--- src/rtl/prot_consts.svh ---
/*
 protection coprocessor constants
 bus widths, shared window offsets and engine memory map bases
*/
`ifndef PROT_CONSTS_SVH
`define PROT_CONSTS_SVH

`define PROT_AW       21          // engine address bus
`define PROT_DW       8
`define PROT_MAIN_AW  11          // 2kB main window
`define PROT_ROM_AW   9           // 512 byte protection rom
`define PROT_RAM_AW   11
`define PROT_SHD_AW   11

`define PROT_DOORBELL 11'h7ff     // top byte rings the engine
`define PROT_KEY_OFS  11'h000
`define PROT_STAT_OFS 11'h001
`define PROT_RES_OFS  11'h002
`define PROT_DONE     8'ha5

`define PROT_ROM_BASE 21'h00fe00  // engine side bases
`define PROT_RAM_BASE 21'h1f0000
`define PROT_SHD_BASE 21'h1f2000

`endif

--- src/rtl/prot_pkg.sv ---
/*
 protection coprocessor types
 engine bus cycle, main cpu access and rom download beat
*/
`include "prot_consts.svh"

package prot_pkg;

    typedef logic [`PROT_DW-1:0] byte_t;

    // one engine access, rd/wr high for a single cycle
    typedef struct packed {
        logic [`PROT_AW-1:0] addr;
        byte_t               wdata;
        logic                rd;
        logic                wr;
    } prot_bus_t;

    // main cpu side of the shared window
    typedef struct packed {
        logic [`PROT_MAIN_AW-1:0] addr;
        byte_t                    wdata;
        logic                     cs;
        logic                     wrn;   // low for write
    } main_bus_t;

    // rom download beat
    typedef struct packed {
        logic [`PROT_ROM_AW-1:0] addr;
        byte_t                   data;
        logic                    en;
    } prog_t;

endpackage

--- src/rtl/prot_engine.sv ---
/*
 protection engine sequencer
 clears work ram after reset, then services doorbell queries:
 result = rom[key] + count[key], count[key] incremented, status marked done
*/
`include "prot_consts.svh"

module prot_engine (
    input  logic                clk,
    input  logic                reset,
    input  logic                doorbell,
    output prot_pkg::prot_bus_t ebus,
    input  prot_pkg::byte_t     edin
);

    typedef enum logic [2:0] {
        st_clear,   // zero work ram 0..255
        st_idle,
        st_key,     // key read in flight
        st_rom,     // rom read in flight
        st_cnt,     // count read in flight
        st_res,     // result write on the bus
        st_inc,     // count write on the bus
        st_stat     // status write on the bus
    } state_t;

    state_t          state;
    logic [7:0]      clr_addr;
    logic [1:0]      wcnt;      // read wait, data at 2
    logic            pending;   // doorbells merge here
    logic            rd_done;
    prot_pkg::byte_t key;
    prot_pkg::byte_t rom_byte;
    prot_pkg::byte_t count;

    assign rd_done = (wcnt == 2'd2);

    always_ff @(posedge clk) begin
        if (reset) begin
            state    <= st_clear;
            clr_addr <= 8'd0;
            wcnt     <= 2'd0;
            pending  <= 1'b0;
            ebus     <= '0;
        end else begin
            ebus.rd <= 1'b0;   // strobes last one cycle
            ebus.wr <= 1'b0;
            if (doorbell) begin
                pending <= 1'b1;
            end
            case (state)
                st_clear: begin
                    ebus.addr  <= `PROT_RAM_BASE + `PROT_AW'(clr_addr);
                    ebus.wdata <= 8'd0;
                    ebus.wr    <= 1'b1;
                    clr_addr   <= clr_addr + 8'd1;
                    if (clr_addr == 8'hff) begin
                        state <= st_idle;
                    end
                end
                st_idle: begin
                    if (pending || doorbell) begin
                        pending   <= 1'b0;   // this query covers it
                        ebus.addr <= `PROT_SHD_BASE + `PROT_AW'(`PROT_KEY_OFS);
                        ebus.rd   <= 1'b1;
                        wcnt      <= 2'd0;
                        state     <= st_key;
                    end
                end
                st_key: begin
                    wcnt <= wcnt + 2'd1;
                    if (rd_done) begin
                        // edin is the key this cycle
                        ebus.addr <= `PROT_ROM_BASE + `PROT_AW'(edin);
                        ebus.rd   <= 1'b1;
                        wcnt      <= 2'd0;
                        state     <= st_rom;
                    end
                end
                st_rom: begin
                    wcnt <= wcnt + 2'd1;
                    if (rd_done) begin
                        ebus.addr <= `PROT_RAM_BASE + `PROT_AW'(key);
                        ebus.rd   <= 1'b1;
                        wcnt      <= 2'd0;
                        state     <= st_cnt;
                    end
                end
                st_cnt: begin
                    wcnt <= wcnt + 2'd1;
                    if (rd_done) begin
                        ebus.addr  <= `PROT_SHD_BASE + `PROT_AW'(`PROT_RES_OFS);
                        ebus.wdata <= rom_byte + edin;   // wraps mod 256
                        ebus.wr    <= 1'b1;
                        wcnt       <= 2'd0;
                        state      <= st_res;
                    end
                end
                st_res: begin
                    ebus.addr  <= `PROT_RAM_BASE + `PROT_AW'(key);
                    ebus.wdata <= count + 8'd1;
                    ebus.wr    <= 1'b1;
                    state      <= st_inc;
                end
                st_inc: begin
                    // done marker last, main side polls on it
                    ebus.addr  <= `PROT_SHD_BASE + `PROT_AW'(`PROT_STAT_OFS);
                    ebus.wdata <= `PROT_DONE;
                    ebus.wr    <= 1'b1;
                    state      <= st_stat;
                end
                st_stat: begin
                    state <= st_idle;
                end
                default: begin
                    state <= st_idle;
                end
            endcase
        end
    end

    // query operands, captured when each read lands
    always_ff @(posedge clk) begin
        if (rd_done) begin
            case (state)
                st_key:  key      <= edin;
                st_rom:  rom_byte <= edin;
                st_cnt:  count    <= edin;
                default: ;
            endcase
        end
    end

endmodule

--- config.mk ---
export PLATFORM = sky130hd
export DESIGN_NAME = prot_engine
export DESIGN_NICKNAME = d
export VERILOG_FILES = /design/src/rtl/prot_pkg.sv /design/src/rtl/prot_engine.sv
export VERILOG_INCLUDE_DIRS = /design/src /design/src/rtl
export SDC_FILE = /design/constraint.sdc
export NUM_CORES = 1
export LEC_CHECK = 0
export ABC_CLOCK_PERIOD_IN_PS = 2900
export BUFFER_PORTS_ARGS = -buffer_cell sky130_fd_sc_hd__buf_2
export CORE_MARGIN = 2
export CORE_UTILIZATION = 40
export CTS_CLUSTER_SIZE = 28
export DETAILED_ROUTE_END_ITERATION = 6
export GPL_TIMING_DRIVEN = 0
export HOLD_SLACK_MARGIN = 0.12
export PLACE_DENSITY = 0.64
export SLEW_MARGIN = 20
export SYNTH_ARGS = -nofsm -noshare
export SYNTH_HDL_FRONTEND = slang
export SYNTH_SLANG_ARGS = --single-unit
--- constraint.sdc ---
create_clock -name clk -period 2.9 [get_ports clk]
set_input_delay 0.725 -clock clk [delete_from_list [all_inputs] [get_ports clk]]
set_output_delay 0.725 -clock clk [all_outputs]
set_load 0.02 [all_outputs]
==> flow_results.org <==
** Run status
- The run finished with clean final reports.

** Drt
- After detailed routing, the number of remaining DRC violations is 0.
- Starting DRT DRC Count :: about 170
- In the routed layout, each cell is associated on average with a via count of 5.37.
- Count of antenna-violating nets left after detailed routing :: 0
- WL final :: roughly 7600 µm
- Routed len/inst :: roughly 16 µm
- The first TritonRoute pass finished after 4 iterations.
- Across all layers, the routed design uses 2,589 vias.

** Critical path
- Launching point of the worst reg2reg path :: state[1]
- Worst Setup End Kind :: flop
- In this run the register-to-register setup slack is around 700 ps.
- R2R depth :: 5
- Largest delay contributor family on the critical path :: adder cells
- By startpoint and endpoint, the worst setup path is classified as input pin to flop.
- Highest net fanout along the worst path :: 5
- Critical Path Start Type :: input pin
- Req. time, crit path :: 3100 ps
- The largest single stage delay on the critical path is 410 ps.
- Critical-path cell with the highest stage delay :: fa_1
- The endpoint identified for the worst register-to-register timing path is key[6].
- At the worst endpoint, the arrival time is 2440 ps.
- The signal on the critical path passes through buf_2, ha_1, inv_1, fa_1, nor2b_1, o31ai_1, and4_1, o31ai_1, a21oi_1.
- Crit path top cell by count :: o31ai_1
- Worst path bufs/invs :: 2

** Floorplanning
- Effective utilization at floorplan :: a little over 40%
- The die is between 90 and 100 µm wide.
- Placeable core area :: between 7000 and 8000 µm²
- IO Pins :: 42
- Row cnt :: 32
- The floorplan step defined a die boundary enclosing 8580 µm².
- In this run the vertical extent of the chip is just over 90 µm.

** Global routing
- Overall fraction of global-route tracks in use :: a little under a fifth
- Via count of the first global-routing pass :: about 2,400
- The initial antenna violation count was 0.
- For met2 alone, demand over resource in global routing was 29.3%.
- For met1 alone, demand over resource in global routing was 25.2%.
- GRT Residual Overflow :: 0
- Global routing met3 resource utilization :: 3.01%
- First-pass GRT wire length :: 12,300 µm
- Entering global routing, the biggest net connects 11 pins.
- Most used routing layer :: met2

** Timing
- Fraction of the cycle the final worst path needs :: between 70 and 80%
- RSZ-0062 raised after global routing :: false
- Counting I/O delays and the setup requirement, the final critical path takes 2240 ps.
- The total count of max-transition violations in the final report was 0.
- Setup_tns :: 0 ps
- Final hold vios :: 0
- Setup violations remaining at the end of the flow were counted as 0.
- Measured against its own limit, the worst slew margin works out to between 50 and 60%.
- Static timing analysis puts the maximum clock frequency at 0.446 GHz.
- Worst Tran Pin Value :: 672 ps
- Clk_skew :: about 7.6 ps

** Logic synthesis
- Number of library cell types mapped by synthesis :: between 50 and 60
- By area the synthesized netlist is led by edfxtp_1, dfxtp_1, nor2_1.
- Ys Warns :: 0
- Post-synthesis cell count :: roughly 320
- Avg Synthesized Cell Area :: 9.70 µm²
- EDFF count, synth :: 24
- Library cell with the largest summed area after synthesis :: edfxtp_1
- Share of Yosys cell area claimed by the top area cell type :: 22.9%
- Top-count cell post-synth :: nor2_1
- Portion of the post-synthesis area used by sequential elements :: 45.2%
- The most used flip-flop cell after synthesis is dfxtp_1.
- In the synthesized netlist, the cells that appear most often are nor2_1, dfxtp_1, edfxtp_1, a21oi_1, nand2_1.
- Async set-or-reset flop fraction in the synthesized netlist :: 0%
- Net Count, Synth :: 345
- Summed instance area of the synthesized netlist :: 3140 µm²
- FF+latch count, synth :: 59

** Power and ir drop
- Power density normalized to cell area :: roughly 740 nW/µm²
- Sequential cells account for 37.5% of the total power.
- Cell internal power was estimated by the tool at between 0.0015 and 0.002 W.
- Combinational cell fraction of total power :: between 30% and 40%
- Worst vdd rail ir drop :: 0.000261 V
- Net load switching power :: 0.000958 W
- Static leakage :: 1.46 nW
- Total power :: roughly 0.0027 W
- Switch share :: 35.5%
- Of the total power, the clock network draws 27.1%.

** Cells and area
- The post-route netlist has between 20% and 30% of its cells at a drive strength greater than 1.
- Compared with the post-synthesis result, the final layout area differs by 16.4%.
- The multi-input combinational cells in the finished layout cover a total of 1520 µm².
- Number of fillers in the final layout :: 768
- Cell area after layout :: 3660 µm²
- Final nets :: 396
- Sequential cell area in the final layout :: 1420 µm²
- Antenna diode count :: 0

** Clock network
- Longest Clk Path Bufs :: 2
- TritonCTS built the clock tree.
- Worst skew pair latency :: 330 ps
- Total of cells resized after clock tree synthesis :: 0
- Clock sinks :: 59
- CTS HTree Levels :: 3
- Clk pin slew, worst setup/hold paths :: approximately 60 ps
- Post-CTS Setup Repair Bufs :: 0
- Buffers inserted to repair hold after CTS numbered 0.
- Root Buffer :: clkbuf_8
- Number of CTS-inserted buffers :: 9

** Min path
- The worst hold path begins at ebus[11].
- Number of cells on the worst hold path :: 2
- The path with the worst hold slack has its endpoint at ebus[11].
- Hold Crit Class :: flop to flop

** Job
- Max-cap violations :: 0

** Place
- IO buf count :: 40
- The HPWL after detailed placement is 5600 µm.
- The placed instances occupy a cell area of 3470 µm².
- Routability-driven placement finished with a final weighted congestion of about 0.83.
## power groups by stage
stage,clock [W],sequential [W],combinational [W]
global route,0.000782,0.00102,0.00105
floorplan,0,0.00109,0.000630
finish,0.000731,0.00101,0.000954
CTS,0.000745,0.00101,0.000950
detailed placement,0,0.00103,0.000947
global placement,0,0.00103,0.000938
## worst max path at each step
stage / startpoint / to / slack [ps] / cells after the start
floorplan: edin[0] / ebus[8] / 740 / 8
global placement: edin[0] / ebus[8] / 390 / 9
detailed placement: edin[0] / ebus[8] / 360 / 9
CTS: edin[0] / ebus[8] / 720 / 9
global route: edin[0] / ebus[8] / 570 / 9
finish: edin[0] / ebus[8] / 660 / 9
## cell type report
class / count / share of cell area (%)
repair buffers: 40 / 5.47
flip-flops and latches: 59 / 38.9
multi-input cells: 230 / 41.6
clock buffers: 14 / 4.17
well taps: 102 / 3.49
plain buffers: 27 / 4.62
clock inverters: 2 / 0.958
inverters: 8 / 0.821
## flip-flops by register name (all words and copies together) (netlist names)
name / flops
pending: 1
state: 3
clr_addr: 8
ebus: 21
rom_byte: 8
wcnt: 2
count: 8
key: 8
## worst register-to-register path: stages, from the launching register on
cell     delay [ps]
dfxtp_1         330
buf_4           180
buf_2           260
buf_2           280
buf_2           260
and3_1          520
## stage by stage
stage	util (%)	std cells	worst slack [ps]	hold slack (ps)
floorplan	-	324	744	494
global placement	45.1	466	394	439
detailed placement	45.1	466	364	443
finish	47.6	482	660	446
CTS	47.6	482	722	450
global route	47.6	482	569	480
## layer usage
metal / up-vias / part of all wire, %
li1: 1277 / -
met1: 1221 / 47
met2: 75 / 46
met3: 16 / 4.6
met4: 0 / 2.7
met5: - / 0
## cell usage in the layout, fill, tap and decap left out, drive strengths merged, types with 3 or more instances in the layout
cell type,synthesis,routed
nand2b,4,4
dfxtp,35,35
ha,9,9
nor2,41,41
a21oi,21,21
a211oi,12,12
nand2,18,18
a22oi,9,9
o211ai,3,3
nand3,11,11
nand4,3,3
o21ai,18,18
buf,22,62
and3,3,3
xor2,8,8
a22o,6,6
mux2,11,11
nand3b,3,3
inv,8,8
mux2i,3,3
nor3,3,3
a221oi,4,4
edfxtp,24,24
nor2b,5,5
o31ai,4,4
xnor2,7,7
clkbuf,5,19
## kinds of logic (layout without fill, tap and decap cells)
family,after synthesis,in the layout,share of synthesized area [%]
simple gates,103,103,16.6
compound gates,87,87,18.4
flops,59,59,45.2
buf+inv,35,91,6.33
xor+xnor,15,15,4.18
mux,14,14,4.90
fa+ha+maj,10,10,4.22
other cells,1,1,0.119
Note: power is estimated with default switching activity, not from simulation.
