## config.mk

```make
export PLATFORM = sky130hd
export DESIGN_NAME = prot_decode
export DESIGN_NICKNAME = d
export VERILOG_FILES = /design/src/rtl/prot_pkg.sv /design/src/rtl/prot_decode.sv
export VERILOG_INCLUDE_DIRS = /design/src /design/src/rtl
export SDC_FILE = /design/constraint.sdc
export NUM_CORES = 1
export LEC_CHECK = 0
export ABC_AREA = 1
export ABC_CLOCK_PERIOD_IN_PS = 1000
export BUFFER_PORTS_ARGS = -buffer_cell sky130_fd_sc_hd__buf_2
export CAP_MARGIN = 20
export CORE_MARGIN = 1.5
export CORE_UTILIZATION = 32
export DETAILED_ROUTE_END_ITERATION = 6
export PLACE_DENSITY = 0.78
export SYNTH_ARGS = -nofsm -noshare
export SYNTH_HDL_FRONTEND = slang
export SYNTH_SLANG_ARGS = --single-unit
```

## constraint.sdc

```tcl
create_clock -name clk -period 1 [get_ports clk]
set_clock_uncertainty 0.05 [all_clocks]
set_input_delay 0.1 -clock clk [delete_from_list [all_inputs] [get_ports clk]]
set_output_delay 0.1 -clock clk [all_outputs]
set_load 0.01 [all_outputs]
```

## src/rtl/prot_consts.svh

```systemverilog
/*
 protection coprocessor constants
 bus widths, shared window offsets and engine memory map bases
*/
`ifndef PROT_CONSTS_SVH
`define PROT_CONSTS_SVH

`define PROT_AW       21          // engine address bus
`define PROT_DW       8
`define PROT_MAIN_AW  11          // 2kB main window
`define PROT_ROM_AW   9           // 512 byte protection rom
`define PROT_RAM_AW   11
`define PROT_SHD_AW   11

`define PROT_DOORBELL 11'h7ff     // top byte rings the engine
`define PROT_KEY_OFS  11'h000
`define PROT_STAT_OFS 11'h001
`define PROT_RES_OFS  11'h002
`define PROT_DONE     8'ha5

`define PROT_ROM_BASE 21'h00fe00  // engine side bases
`define PROT_RAM_BASE 21'h1f0000
`define PROT_SHD_BASE 21'h1f2000

`endif

```

## src/rtl/prot_pkg.sv

```systemverilog
/*
 protection coprocessor types
 engine bus cycle, main cpu access and rom download beat
*/
`include "prot_consts.svh"

package prot_pkg;

    typedef logic [`PROT_DW-1:0] byte_t;

    // one engine access, rd/wr high for a single cycle
    typedef struct packed {
        logic [`PROT_AW-1:0] addr;
        byte_t               wdata;
        logic                rd;
        logic                wr;
    } prot_bus_t;

    // main cpu side of the shared window
    typedef struct packed {
        logic [`PROT_MAIN_AW-1:0] addr;
        byte_t                    wdata;
        logic                     cs;
        logic                     wrn;   // low for write
    } main_bus_t;

    // rom download beat
    typedef struct packed {
        logic [`PROT_ROM_AW-1:0] addr;
        byte_t                   data;
        logic                    en;
    } prog_t;

endpackage

```

## src/rtl/prot_decode.sv

```systemverilog
/*
 engine address decode
 rom, work ram and shared ram selects from the 21 bit map,
 write steering and registered read data return
*/
`include "prot_consts.svh"

module prot_decode (
    input  logic                     clk,
    input  logic                     reset,
    input  prot_pkg::prot_bus_t      ebus,
    output prot_pkg::byte_t          edin,
    input  prot_pkg::prog_t          prog,
    output logic [`PROT_ROM_AW-1:0] rom_addr,
    output prot_pkg::byte_t          rom_wdata,
    output logic                     rom_we,
    input  prot_pkg::byte_t          rom_q,
    output logic [`PROT_RAM_AW-1:0] ram_addr,
    output prot_pkg::byte_t          ram_wdata,
    output logic                     ram_we,
    input  prot_pkg::byte_t          ram_q,
    output logic [`PROT_SHD_AW-1:0] shd_addr,
    output prot_pkg::byte_t          shd_wdata,
    output logic                     shd_we,
    input  prot_pkg::byte_t          shd_q
);

    logic rom_sel, ram_sel, shd_sel;
    logic rd_rom, rd_ram, rd_shd;   // region of the read in flight

    always_comb begin
        // 00fe00-00ffff
        rom_sel = (ebus.addr[`PROT_AW-1:16] == '0) && (ebus.addr[15:9] == '1);
        ram_sel = ebus.addr[`PROT_AW-1] & ~ebus.addr[13];   // 1f0000 up
        shd_sel = ebus.addr[`PROT_AW-1] &  ebus.addr[13];   // 1f2000 up
    end

    // rom write side belongs to the download port
    assign rom_addr  = prog.en ? prog.addr : ebus.addr[`PROT_ROM_AW-1:0];
    assign rom_wdata = prog.data;
    assign rom_we    = prog.en;

    assign ram_addr  = ebus.addr[`PROT_RAM_AW-1:0];
    assign ram_wdata = ebus.wdata;
    assign ram_we    = ebus.wr & ram_sel;

    assign shd_addr  = ebus.addr[`PROT_SHD_AW-1:0];
    assign shd_wdata = ebus.wdata;
    assign shd_we    = ebus.wr & shd_sel;

    always_ff @(posedge clk) begin
        if (reset) begin
            rd_rom <= 1'b0;
            rd_ram <= 1'b0;
            rd_shd <= 1'b0;
        end else begin
            rd_rom <= ebus.rd & rom_sel;
            rd_ram <= ebus.rd & ram_sel;
            rd_shd <= ebus.rd & shd_sel;
        end
    end

    // memory q valid one cycle after rd, edin one more
    always_ff @(posedge clk) begin
        edin <= rd_ram ? ram_q :
                rd_shd ? shd_q :
                rd_rom ? rom_q : 8'hff;   // open bus
    end

endmodule

```

==> results_tabular.tex, run 1 <==
\begin{tabular}{lr}
\hline
Metric & Value \\
\hline
\multicolumn{2}{l}{\textbf{Run status}} \\
\quad Outcome & finished clean \\
\multicolumn{2}{l}{\textbf{Critical path}} \\
\quad CP arrival & 1.02 ns \\
\quad Category of the worst setup path capture point & register \\
\quad Capture instance of the worst register-to-register path & edin[4] \\
\quad Critical path fanouts, max & 9 \\
\quad Most prevalent standard cell on the critical path & sky130\_fd\_sc\_hd\_\_nand2\_1 \\
\quad Sequence of cells on the critical path & nor2\_8 > nand2\_1 > nand2\_1 > nand2\_1 \\
\quad Critical path class & register to register \\
\quad Cell at the slowest stage of the critical path & sky130\_fd\_sc\_hd\_\_dfxtp\_2 \\
\quad Worst r2r src & rd\_shd \\
\quad Worst setup SP type & register \\
\quad Worst r2r path cells & 4 \\
\quad R2R Setup Slk & 0.10 ns \\
\quad Max incr delay on CP & 0.40 ns \\
\quad Critical path's top delay family & flip-flops \\
\quad Bufs and invs on worst path & 0 \\
\quad Crit path required time & 1.12 ns \\
\multicolumn{2}{l}{\textbf{Logic synthesis}} \\
\quad Share of cell area taken by muxes after synthesis & 0\% \\
\quad Simple-gate share of the synthesized area & 22.8\% \\
\quad Count of warnings emitted by yosys & 0 \\
\quad Cell type with the largest total area after synthesis & sky130\_fd\_sc\_hd\_\_buf\_4 \\
\quad Syn Area/Cell & 6.34 um\^{}2 \\
\quad Main combinational cell family by area after synthesis & buffers and inverters \\
\quad Count of cell types in the netlist & 15 \\
\quad Top cells by area in the synthesized netlist & sky130\_fd\_sc\_hd\_\_buf\_4, sky130\_fd\_sc\_hd\_\_dfxtp\_1, sky130\_fd\_sc\_hd\_\_nand2\_1 \\
\quad Post-synthesis cell count & 170 \\
\quad Sequential-to-total area share from yosys stat & 20.4\% \\
\quad Xor and xnor fraction of the mapped netlist area & 0\% \\
\quad Net count after synthesis & 245 \\
\quad Top-area cell type share of the netlist area & 32.8\% \\
\quad Compound-gate portion of the synthesized area & 8.59\% \\
\quad Synthesized cell area & 0.00108 mm\^{}2 \\
\quad Number of synthesized register bits & 11 \\
\quad Post-Synth Adder-Cell Area & 0\% \\
\multicolumn{2}{l}{\textbf{Final layout}} \\
\quad Footprint of the multi-input gates & 338 um\^{}2 \\
\quad Total non-filler cell area in the finished layout & 0.00135 mm\^{}2 \\
\quad Area growth syn-to-layout & 25.7\% \\
\quad Fraction of layout cells with a size suffix above 1 & 46.8\% \\
\quad Final-layout fill cell count & 311 \\
\quad Final net count & 307 \\
\quad Number of antenna diodes & 0 \\
\quad Combined flip-flop and latch cell area & 221 um\^{}2 \\
\multicolumn{2}{l}{\textbf{Power}} \\
\quad Peak supply drop & 0.000252 V \\
\quad Leak pwr & 0.831 nW \\
\quad Internal power consumption & 0.806 mW \\
\quad Part of the total power dissipated in the clock network & 26.7\% \\
\quad Net switching component of the power & 0.345 mW \\
\quad Cell area power density & 850 mW/mm\^{}2 \\
\quad Sw Ratio & 30.0\% \\
\quad Part of the total power dissipated in combinational logic & 33.2\% \\
\quad Sequential share of power & 40.1\% \\
\multicolumn{2}{l}{\textbf{Die}} \\
\quad Row Count & 20 \\
\quad Height of the die & 61.0 um \\
\quad Initial standard-cell utilization of the core & 34.4\% \\
\quad CORE AREA & 0.00313 mm\^{}2 \\
\quad Ports placed on the boundary & 141 \\
\quad Overall die width & 61.0 um \\
\quad Die area & 0.00372 mm\^{}2 \\
\multicolumn{2}{l}{\textbf{STA}} \\
\quad Final min period & 0.897 ns \\
\quad Worst slack on hold paths & 0.0282 ns \\
\quad Relative max-transition margin & 82.8\% \\
\quad Final period util & 89.7\% \\
\quad Slew @ Worst Pin & 0.257 ns \\
\quad Fmax & 1120 MHz \\
\quad Max-slew violations & 0 \\
\quad Unrepaired setup endpoints after global routing & false \\
\quad Number of hold-slack violations in the final timing report & 0 \\
\quad Number of endpoints failing setup at the final stage & 0 \\
\multicolumn{2}{l}{\textbf{Hold path}} \\
\quad Hold depth & 3 \\
\quad Hold Crit Endpoint & rd\_shd \\
\quad Hold Startpoint & ebus[30] \\
\quad Type of the most critical hold path & primary input to register \\
\multicolumn{2}{l}{\textbf{Global routing}} \\
\quad Vias in the first global route & 902 \\
\quad Number of antenna violations at the first check in global routing & 0 \\
\quad Global-route total usage across every layer & 13.2\% \\
\quad Remaining global-route overflow & 0 \\
\quad Maximum number of pins on one net before global-route repair & 20 \\
\quad Wire length of the first global-routing pass & 3720 um \\
\multicolumn{2}{l}{\textbf{Place}} \\
\quad Weighted congestion at the end of routability-driven global placement & 0.683 \\
\quad Placed Area & 0.00125 mm\^{}2 \\
\quad Post-detailed-placement half-perimeter wirelength & 2130 um \\
\quad Port Buffer Count & 100 \\
\multicolumn{2}{l}{\textbf{Clock network}} \\
\quad Clock H-tree levels & 1 \\
\quad CTS clk-pin slew, worst paths & 0.07 ns \\
\quad Worst-skew pair later-pin latency & 0.27 ns \\
\quad Clock Root Buffer & sky130\_fd\_sc\_hd\_\_clkbuf\_4 \\
\quad TritonCTS clock tree & done \\
\quad Clk sink count & 11 \\
\quad Number of buffers created by CTS & 3 \\
\quad Number of buffers on the longest clock path & 2 \\
\quad Post-CTS setup buffer count & 0 \\
\multicolumn{2}{l}{\textbf{Detailed routing}} \\
\quad Number of DRC violations after detailed routing & 0 \\
\quad DRT antenna net count & 0 \\
\quad Overall via count from detail\_route & 1096 \\
\quad First-pass iteration count of the detailed router & 2 \\
\quad Average via count per standard cell & 3.99 \\
\quad Wire length per cell & 9.39 um \\
\quad Wire length reported by the detailed router & 2580 um \\
\quad Number of DRC markers after the initial detailed-route iteration & 78 \\
\multicolumn{2}{l}{\textbf{Job}} \\
\quad Number of max-capacitance violations reported & 0 \\
\hline
\end{tabular}
-- registers in the layout, indices dropped and copies added, names as in the netlist --
name and flops:
rd_ram 1, rd_shd 1, edin 8, rd_rom 1
-- stage by stage --
step                std cells  util, %  setup TNS, ns  worst slack, ns  power, mW
CTS                       275     43.3              0           0.0936       1.16
global route              275     43.3              0           0.0276       1.23
floorplan                 170        -              0            0.142      0.783
global placement          263     39.8       -0.00490         -0.00321      0.830
detailed placement        263     39.8        -0.0342          -0.0166      0.832
finish                    275     43.3              0            0.103       1.15
-- cell usage in the layout (no fill, tap or decap) --
| master | instances |
|---|---|
| sky130_fd_sc_hd__clkbuf_1 | 1 |
| sky130_fd_sc_hd__o21ai_0 | 8 |
| sky130_fd_sc_hd__dfxtp_2 | 1 |
| sky130_fd_sc_hd__nor2_1 | 10 |
| sky130_fd_sc_hd__nor2_8 | 1 |
| sky130_fd_sc_hd__a21oi_2 | 2 |
| sky130_fd_sc_hd__a21oi_1 | 6 |
| sky130_fd_sc_hd__buf_2 | 100 |
| sky130_fd_sc_hd__inv_1 | 30 |
| sky130_fd_sc_hd__clkbuf_4 | 3 |
| sky130_fd_sc_hd__dlygate4sd3_1 | 8 |
| sky130_fd_sc_hd__buf_12 | 1 |
| sky130_fd_sc_hd__o21ai_1 | 1 |
| sky130_fd_sc_hd__dfxtp_1 | 10 |
| sky130_fd_sc_hd__nand2_1 | 47 |
| sky130_fd_sc_hd__nand3_1 | 1 |
| sky130_fd_sc_hd__or2_1 | 1 |
-- layer usage --
layer | GRT usage, % | wire [um] | vias to the layer above | share of wire, %
met5 | 0 | 0 | - | 0
met4 | 6.52 | 46 | 0 | 1.8
met3 | 2.10 | 231 | 5 | 9.0
met2 | 26.3 | 1310 | 78 | 51
met1 | 12.9 | 993 | 444 | 38
li1 | - | - | 569 | -
-- logic make-up (layout without fill, tap and decap cells) --
logic type             Yosys count  after routing
flip-flops                      11             11
AO/OA/AOI/OAI                   17             17
buffers and inverters           82            143
AND/OR/NAND/NOR                 60             60
-- cells in the mapped netlist --
cell type,n
sky130_fd_sc_hd__a21oi_2,2
sky130_fd_sc_hd__nor2_8,1
sky130_fd_sc_hd__or2_1,1
sky130_fd_sc_hd__a21oi_1,6
sky130_fd_sc_hd__nor2_1,10
sky130_fd_sc_hd__inv_1,30
sky130_fd_sc_hd__dfxtp_1,11
sky130_fd_sc_hd__o21ai_0,8
sky130_fd_sc_hd__o21ai_1,1
sky130_fd_sc_hd__buf_4,47
sky130_fd_sc_hd__buf_6,3
sky130_fd_sc_hd__nand2_1,47
sky130_fd_sc_hd__nand3_1,1
sky130_fd_sc_hd__buf_2,1
sky130_fd_sc_hd__buf_8,1
-- worst reg2reg max path: cells and delay by family, from the launching register on --
family / cells / cell delay [ns]
simple gates: 4 / 0.35
flops: 1 / 0.40
-- final cells by class --
class | instances | area share (%)
multi-input combinational | 77 | 25.0
sequential | 11 | 16.4
timing repair buffer | 109 | 44.4
tap | 44 | 4.07
inverter | 30 | 8.32
clock buffer | 4 | 1.94
-- repair_timing --
action,4_1_cts,5_1_grt
endpoints found under the setup margin,6,0
hold endpoints to repair,8,0
hold buffers,8,0
resized for setup,1,0
-- worst max path at each step --
stage | to | depth (start not counted) | slack [ns] | from
after global routing | edin[0] | 4 | 0.03 | rd_shd
after detailed placement | edin[2] | 3 | -0.02 | rd_shd
after global placement | edin[2] | 3 | -0.003 | rd_shd
after CTS | edin[4] | 4 | 0.09 | rd_shd
final | edin[4] | 4 | 0.10 | rd_shd
after floorplan | edin[0] | 5 | 0.14 | rd_shd
-- power by group through the flow --
stage / clock network [mW] / registers [mW] / logic, mW
floorplan: 0 / 0.475 / 0.308
global placement: 0 / 0.471 / 0.359
detailed placement: 0 / 0.471 / 0.361
CTS: 0.311 / 0.461 / 0.387
global route: 0.337 / 0.464 / 0.429
finish: 0.307 / 0.462 / 0.382
(Power assumes the default switching activity.)
==> inputs of run 2 (changes only) <==
- CORE_UTILIZATION: 32 -> 30
- PLACE_DENSITY: 0.78 -> 0.73
==> run 2 against run 1 <==
Effect of this change:
- cell area rose by 0.74%
- non-clock buffer count rose by 1
- combinational power barely moved
- worst hold slack improved by 0.017 ns
- clock power fell by 3%
- sequential share of layout area fell by 0.12 points
- core utilization fell by 3.0 points
- setup slack improved by 0.015 ns
- clock-buffer cell count did not move
- global-route usage fell by 0.31 points
- maximum frequency rose by 1.7%
- power fell by 0.75%
- critical path type unchanged
==> results_tabular.tex, run 2 (synthesis gave the netlist of run 1 again) <==
\begin{tabular}{lr}
\hline
Metric & Value \\
\hline
\multicolumn{2}{l}{\textbf{Detailed routing}} \\
\quad Routed length on met2 & 1350 um \\
\quad Number of DRC markers after the initial detailed-route iteration & 59 \\
\quad Average via count per standard cell & 3.95 \\
\quad Routed length on met1 & 951 um \\
\quad Wire length reported by the detailed router & 2580 um \\
\quad Number of DRC violations after detailed routing & 0 \\
\quad Met3 wirelength from detailed routing & 241 um \\
\quad Wire length per cell & 9.27 um \\
\quad First-pass iteration count of the detailed router & 4 \\
\quad Overall via count from detail\_route & 1097 \\
\quad Highest metal layer with signal wires & met4 \\
\quad DRT antenna net count & 0 \\
\multicolumn{2}{l}{\textbf{STA}} \\
\quad Max-slew violations & 0 \\
\quad Relative max-transition margin & 82.3\% \\
\quad Fin Setup TNS & 0 ns \\
\quad Fmax & 1130 MHz \\
\quad Worst slack on hold paths & 0.0448 ns \\
\quad Number of hold-slack violations in the final timing report & 0 \\
\quad Number of endpoints failing setup at the final stage & 0 \\
\quad Final period util & 88.2\% \\
\quad Final min period & 0.882 ns \\
\quad Slew @ Worst Pin & 0.265 ns \\
\quad Unrepaired setup endpoints after global routing & false \\
\multicolumn{2}{l}{\textbf{Global routing}} \\
\quad Maximum number of pins on one net before global-route repair & 20 \\
\quad Global-route total usage across every layer & 12.9\% \\
\quad Vias in the first global route & 1008 \\
\quad Remaining global-route overflow & 0 \\
\quad Number of antenna violations at the first check in global routing & 0 \\
\quad Wire length of the first global-routing pass & 4130 um \\
\multicolumn{2}{l}{\textbf{Critical path}} \\
\quad Bufs and invs on worst path & 1 \\
\quad Worst setup SP type & register \\
\quad Cell at the slowest stage of the critical path & sky130\_fd\_sc\_hd\_\_dfxtp\_2 \\
\quad Critical path fanouts, max & 8 \\
\quad Critical path's top delay family & flip-flops \\
\quad CP arrival & 1.00 ns \\
\quad Crit path required time & 1.12 ns \\
\quad Startpoint of the worst setup timing path & rd\_shd \\
\quad Max incr delay on CP & 0.38 ns \\
\quad Most prevalent standard cell on the critical path & sky130\_fd\_sc\_hd\_\_nand2\_1 \\
\quad Worst r2r src & rd\_shd \\
\quad Sequence of cells on the critical path & buf\_4 > a21oi\_1 > nand2\_1 > nand2\_1 \\
\quad Category of the worst setup path capture point & register \\
\quad Critical path class & register to register \\
\multicolumn{2}{l}{\textbf{Clock network}} \\
\quad Worst-skew pair later-pin latency & 0.27 ns \\
\quad TritonCTS clock tree & done \\
\quad Clock Root Buffer & sky130\_fd\_sc\_hd\_\_clkbuf\_4 \\
\quad Number of buffers on the longest clock path & 2 \\
\quad Clock H-tree levels & 1 \\
\quad Clk sink count & 11 \\
\quad CTS clk-pin slew, worst paths & 0.07 ns \\
\quad Number of buffers created by CTS & 3 \\
\multicolumn{2}{l}{\textbf{Power}} \\
\quad Net switching component of the power & 0.335 mW \\
\quad Sw Ratio & 29.3\% \\
\quad Part of the total power dissipated in combinational logic & 33.5\% \\
\quad Internal power consumption & 0.807 mW \\
\quad Part of the total power dissipated in the clock network & 26.2\% \\
\quad Leak pwr & 0.836 nW \\
\quad Cell area power density & 837 mW/mm\^{}2 \\
\quad Sequential share of power & 40.2\% \\
\quad Peak supply drop & 0.000279 V \\
\multicolumn{2}{l}{\textbf{Die}} \\
\quad Overall die width & 62.9 um \\
\quad Die area & 0.00396 mm\^{}2 \\
\quad Ports placed on the boundary & 141 \\
\quad Height of the die & 62.9 um \\
\quad Initial standard-cell utilization of the core & 31.8\% \\
\quad Row Count & 21 \\
\quad CORE AREA & 0.00339 mm\^{}2 \\
\multicolumn{2}{l}{\textbf{Final layout}} \\
\quad Final-layout fill cell count & 360 \\
\quad Register bank with the most flops & edin \\
\quad Number of antenna diodes & 0 \\
\quad Area growth syn-to-layout & 26.6\% \\
\quad Most frequent standard cell in the layout excluding fill and tap cells & sky130\_fd\_sc\_hd\_\_buf\_2 \\
\quad Fraction of layout cells with a size suffix above 1 & 47.0\% \\
\quad Footprint of the multi-input gates & 338 um\^{}2 \\
\quad Most frequent cells in the layout & sky130\_fd\_sc\_hd\_\_buf\_2, sky130\_fd\_sc\_hd\_\_nand2\_1, sky130\_fd\_sc\_hd\_\_inv\_1, sky130\_fd\_sc\_hd\_\_nor2\_1, sky130\_fd\_sc\_hd\_\_dfxtp\_1 \\
\quad Total non-filler cell area in the finished layout & 0.00136 mm\^{}2 \\
\quad Final net count & 308 \\
\quad Combined flip-flop and latch cell area & 221 um\^{}2 \\
\quad Flip-flop count of the largest register after layout & 8 \\
\quad End-of-flow core utilization & 40.2\% \\
\multicolumn{2}{l}{\textbf{Place}} \\
\quad Placed Area & 0.00126 mm\^{}2 \\
\quad Weighted congestion at the end of routability-driven global placement & 0.733 \\
\quad Post-detailed-placement half-perimeter wirelength & 2090 um \\
\quad Port Buffer Count & 100 \\
\multicolumn{2}{l}{\textbf{Hold path}} \\
\quad Hold Startpoint & ebus[30] \\
\quad Type of the most critical hold path & primary input to register \\
\multicolumn{2}{l}{\textbf{Run status}} \\
\quad Outcome & finished clean \\
\multicolumn{2}{l}{\textbf{Job}} \\
\quad Number of max-capacitance violations reported & 0 \\
\hline
\end{tabular}
==> run 2: cell count changes in the layout (fill, tap and decap cells not counted) <==
| cell | delta |
|---|---|
| sky130_fd_sc_hd__buf_4 | +1 |
==> run 2: power by group through the flow <==
stage / Clock, mW / Combinational [mW] / Sequential, mW
after global routing: 0.334 / 0.430 / 0.461
after floorplan: 0 / 0.308 / 0.475
after detailed placement: 0 / 0.361 / 0.469
final: 0.299 / 0.383 / 0.460
after global placement: 0 / 0.360 / 0.469
after CTS: 0.305 / 0.386 / 0.459
==> run 2: tightest hold or removal path, delay by kind of cell <==
kind | cells | cell delay, ns
buf+inv | 1 | 0.10
simple gates | 2 | 0.12
==> run 2: final cells by class <==
class,instances,share of cell area [%]
clock buffers,4,1.93
inverters,30,8.26
multi-input cells,77,24.8
flip-flops and latches,11,16.2
well taps,46,4.22
repair buffers,110,44.6
==> run 2: what timing repair did <==
item,CTS,global route
setup endpoints to repair,0,5
buffers inserted,0,0
endpoints found under the hold margin,8,0
gates resized for setup,0,1
hold buffers,8,0
==> run 2: routing by layer <==
layer | GRT usage (%) | vias to the layer above
li1 | - | 571
met1 | 12.5 | 443
met2 | 25.8 | 79
met3 | 2.70 | 4
met4 | 5.28 | 0
met5 | 0 | -
==> run 2: through the flow <==
stage | setup slack, ns | instances | power [mW]
6_report | 0.118 | 278 | 1.14
5_1_grt | 0.0372 | 278 | 1.22
4_1_cts | 0.0356 | 278 | 1.15
3_5_place_dp | 0.0544 | 266 | 0.830
3_3_place_gp | 0.0642 | 266 | 0.829
2_1_floorplan | 0.142 | 170 | 0.783
==> run 2: final timing paths <==
path / to / slack (ns) / cells after the start
max: edin[2] / 0.12 / 4
min: rd_shd / 0.04 / 3
max reg2reg: edin[2] / 0.12 / 4
min reg2reg: edin[7] / 0.56 / 3
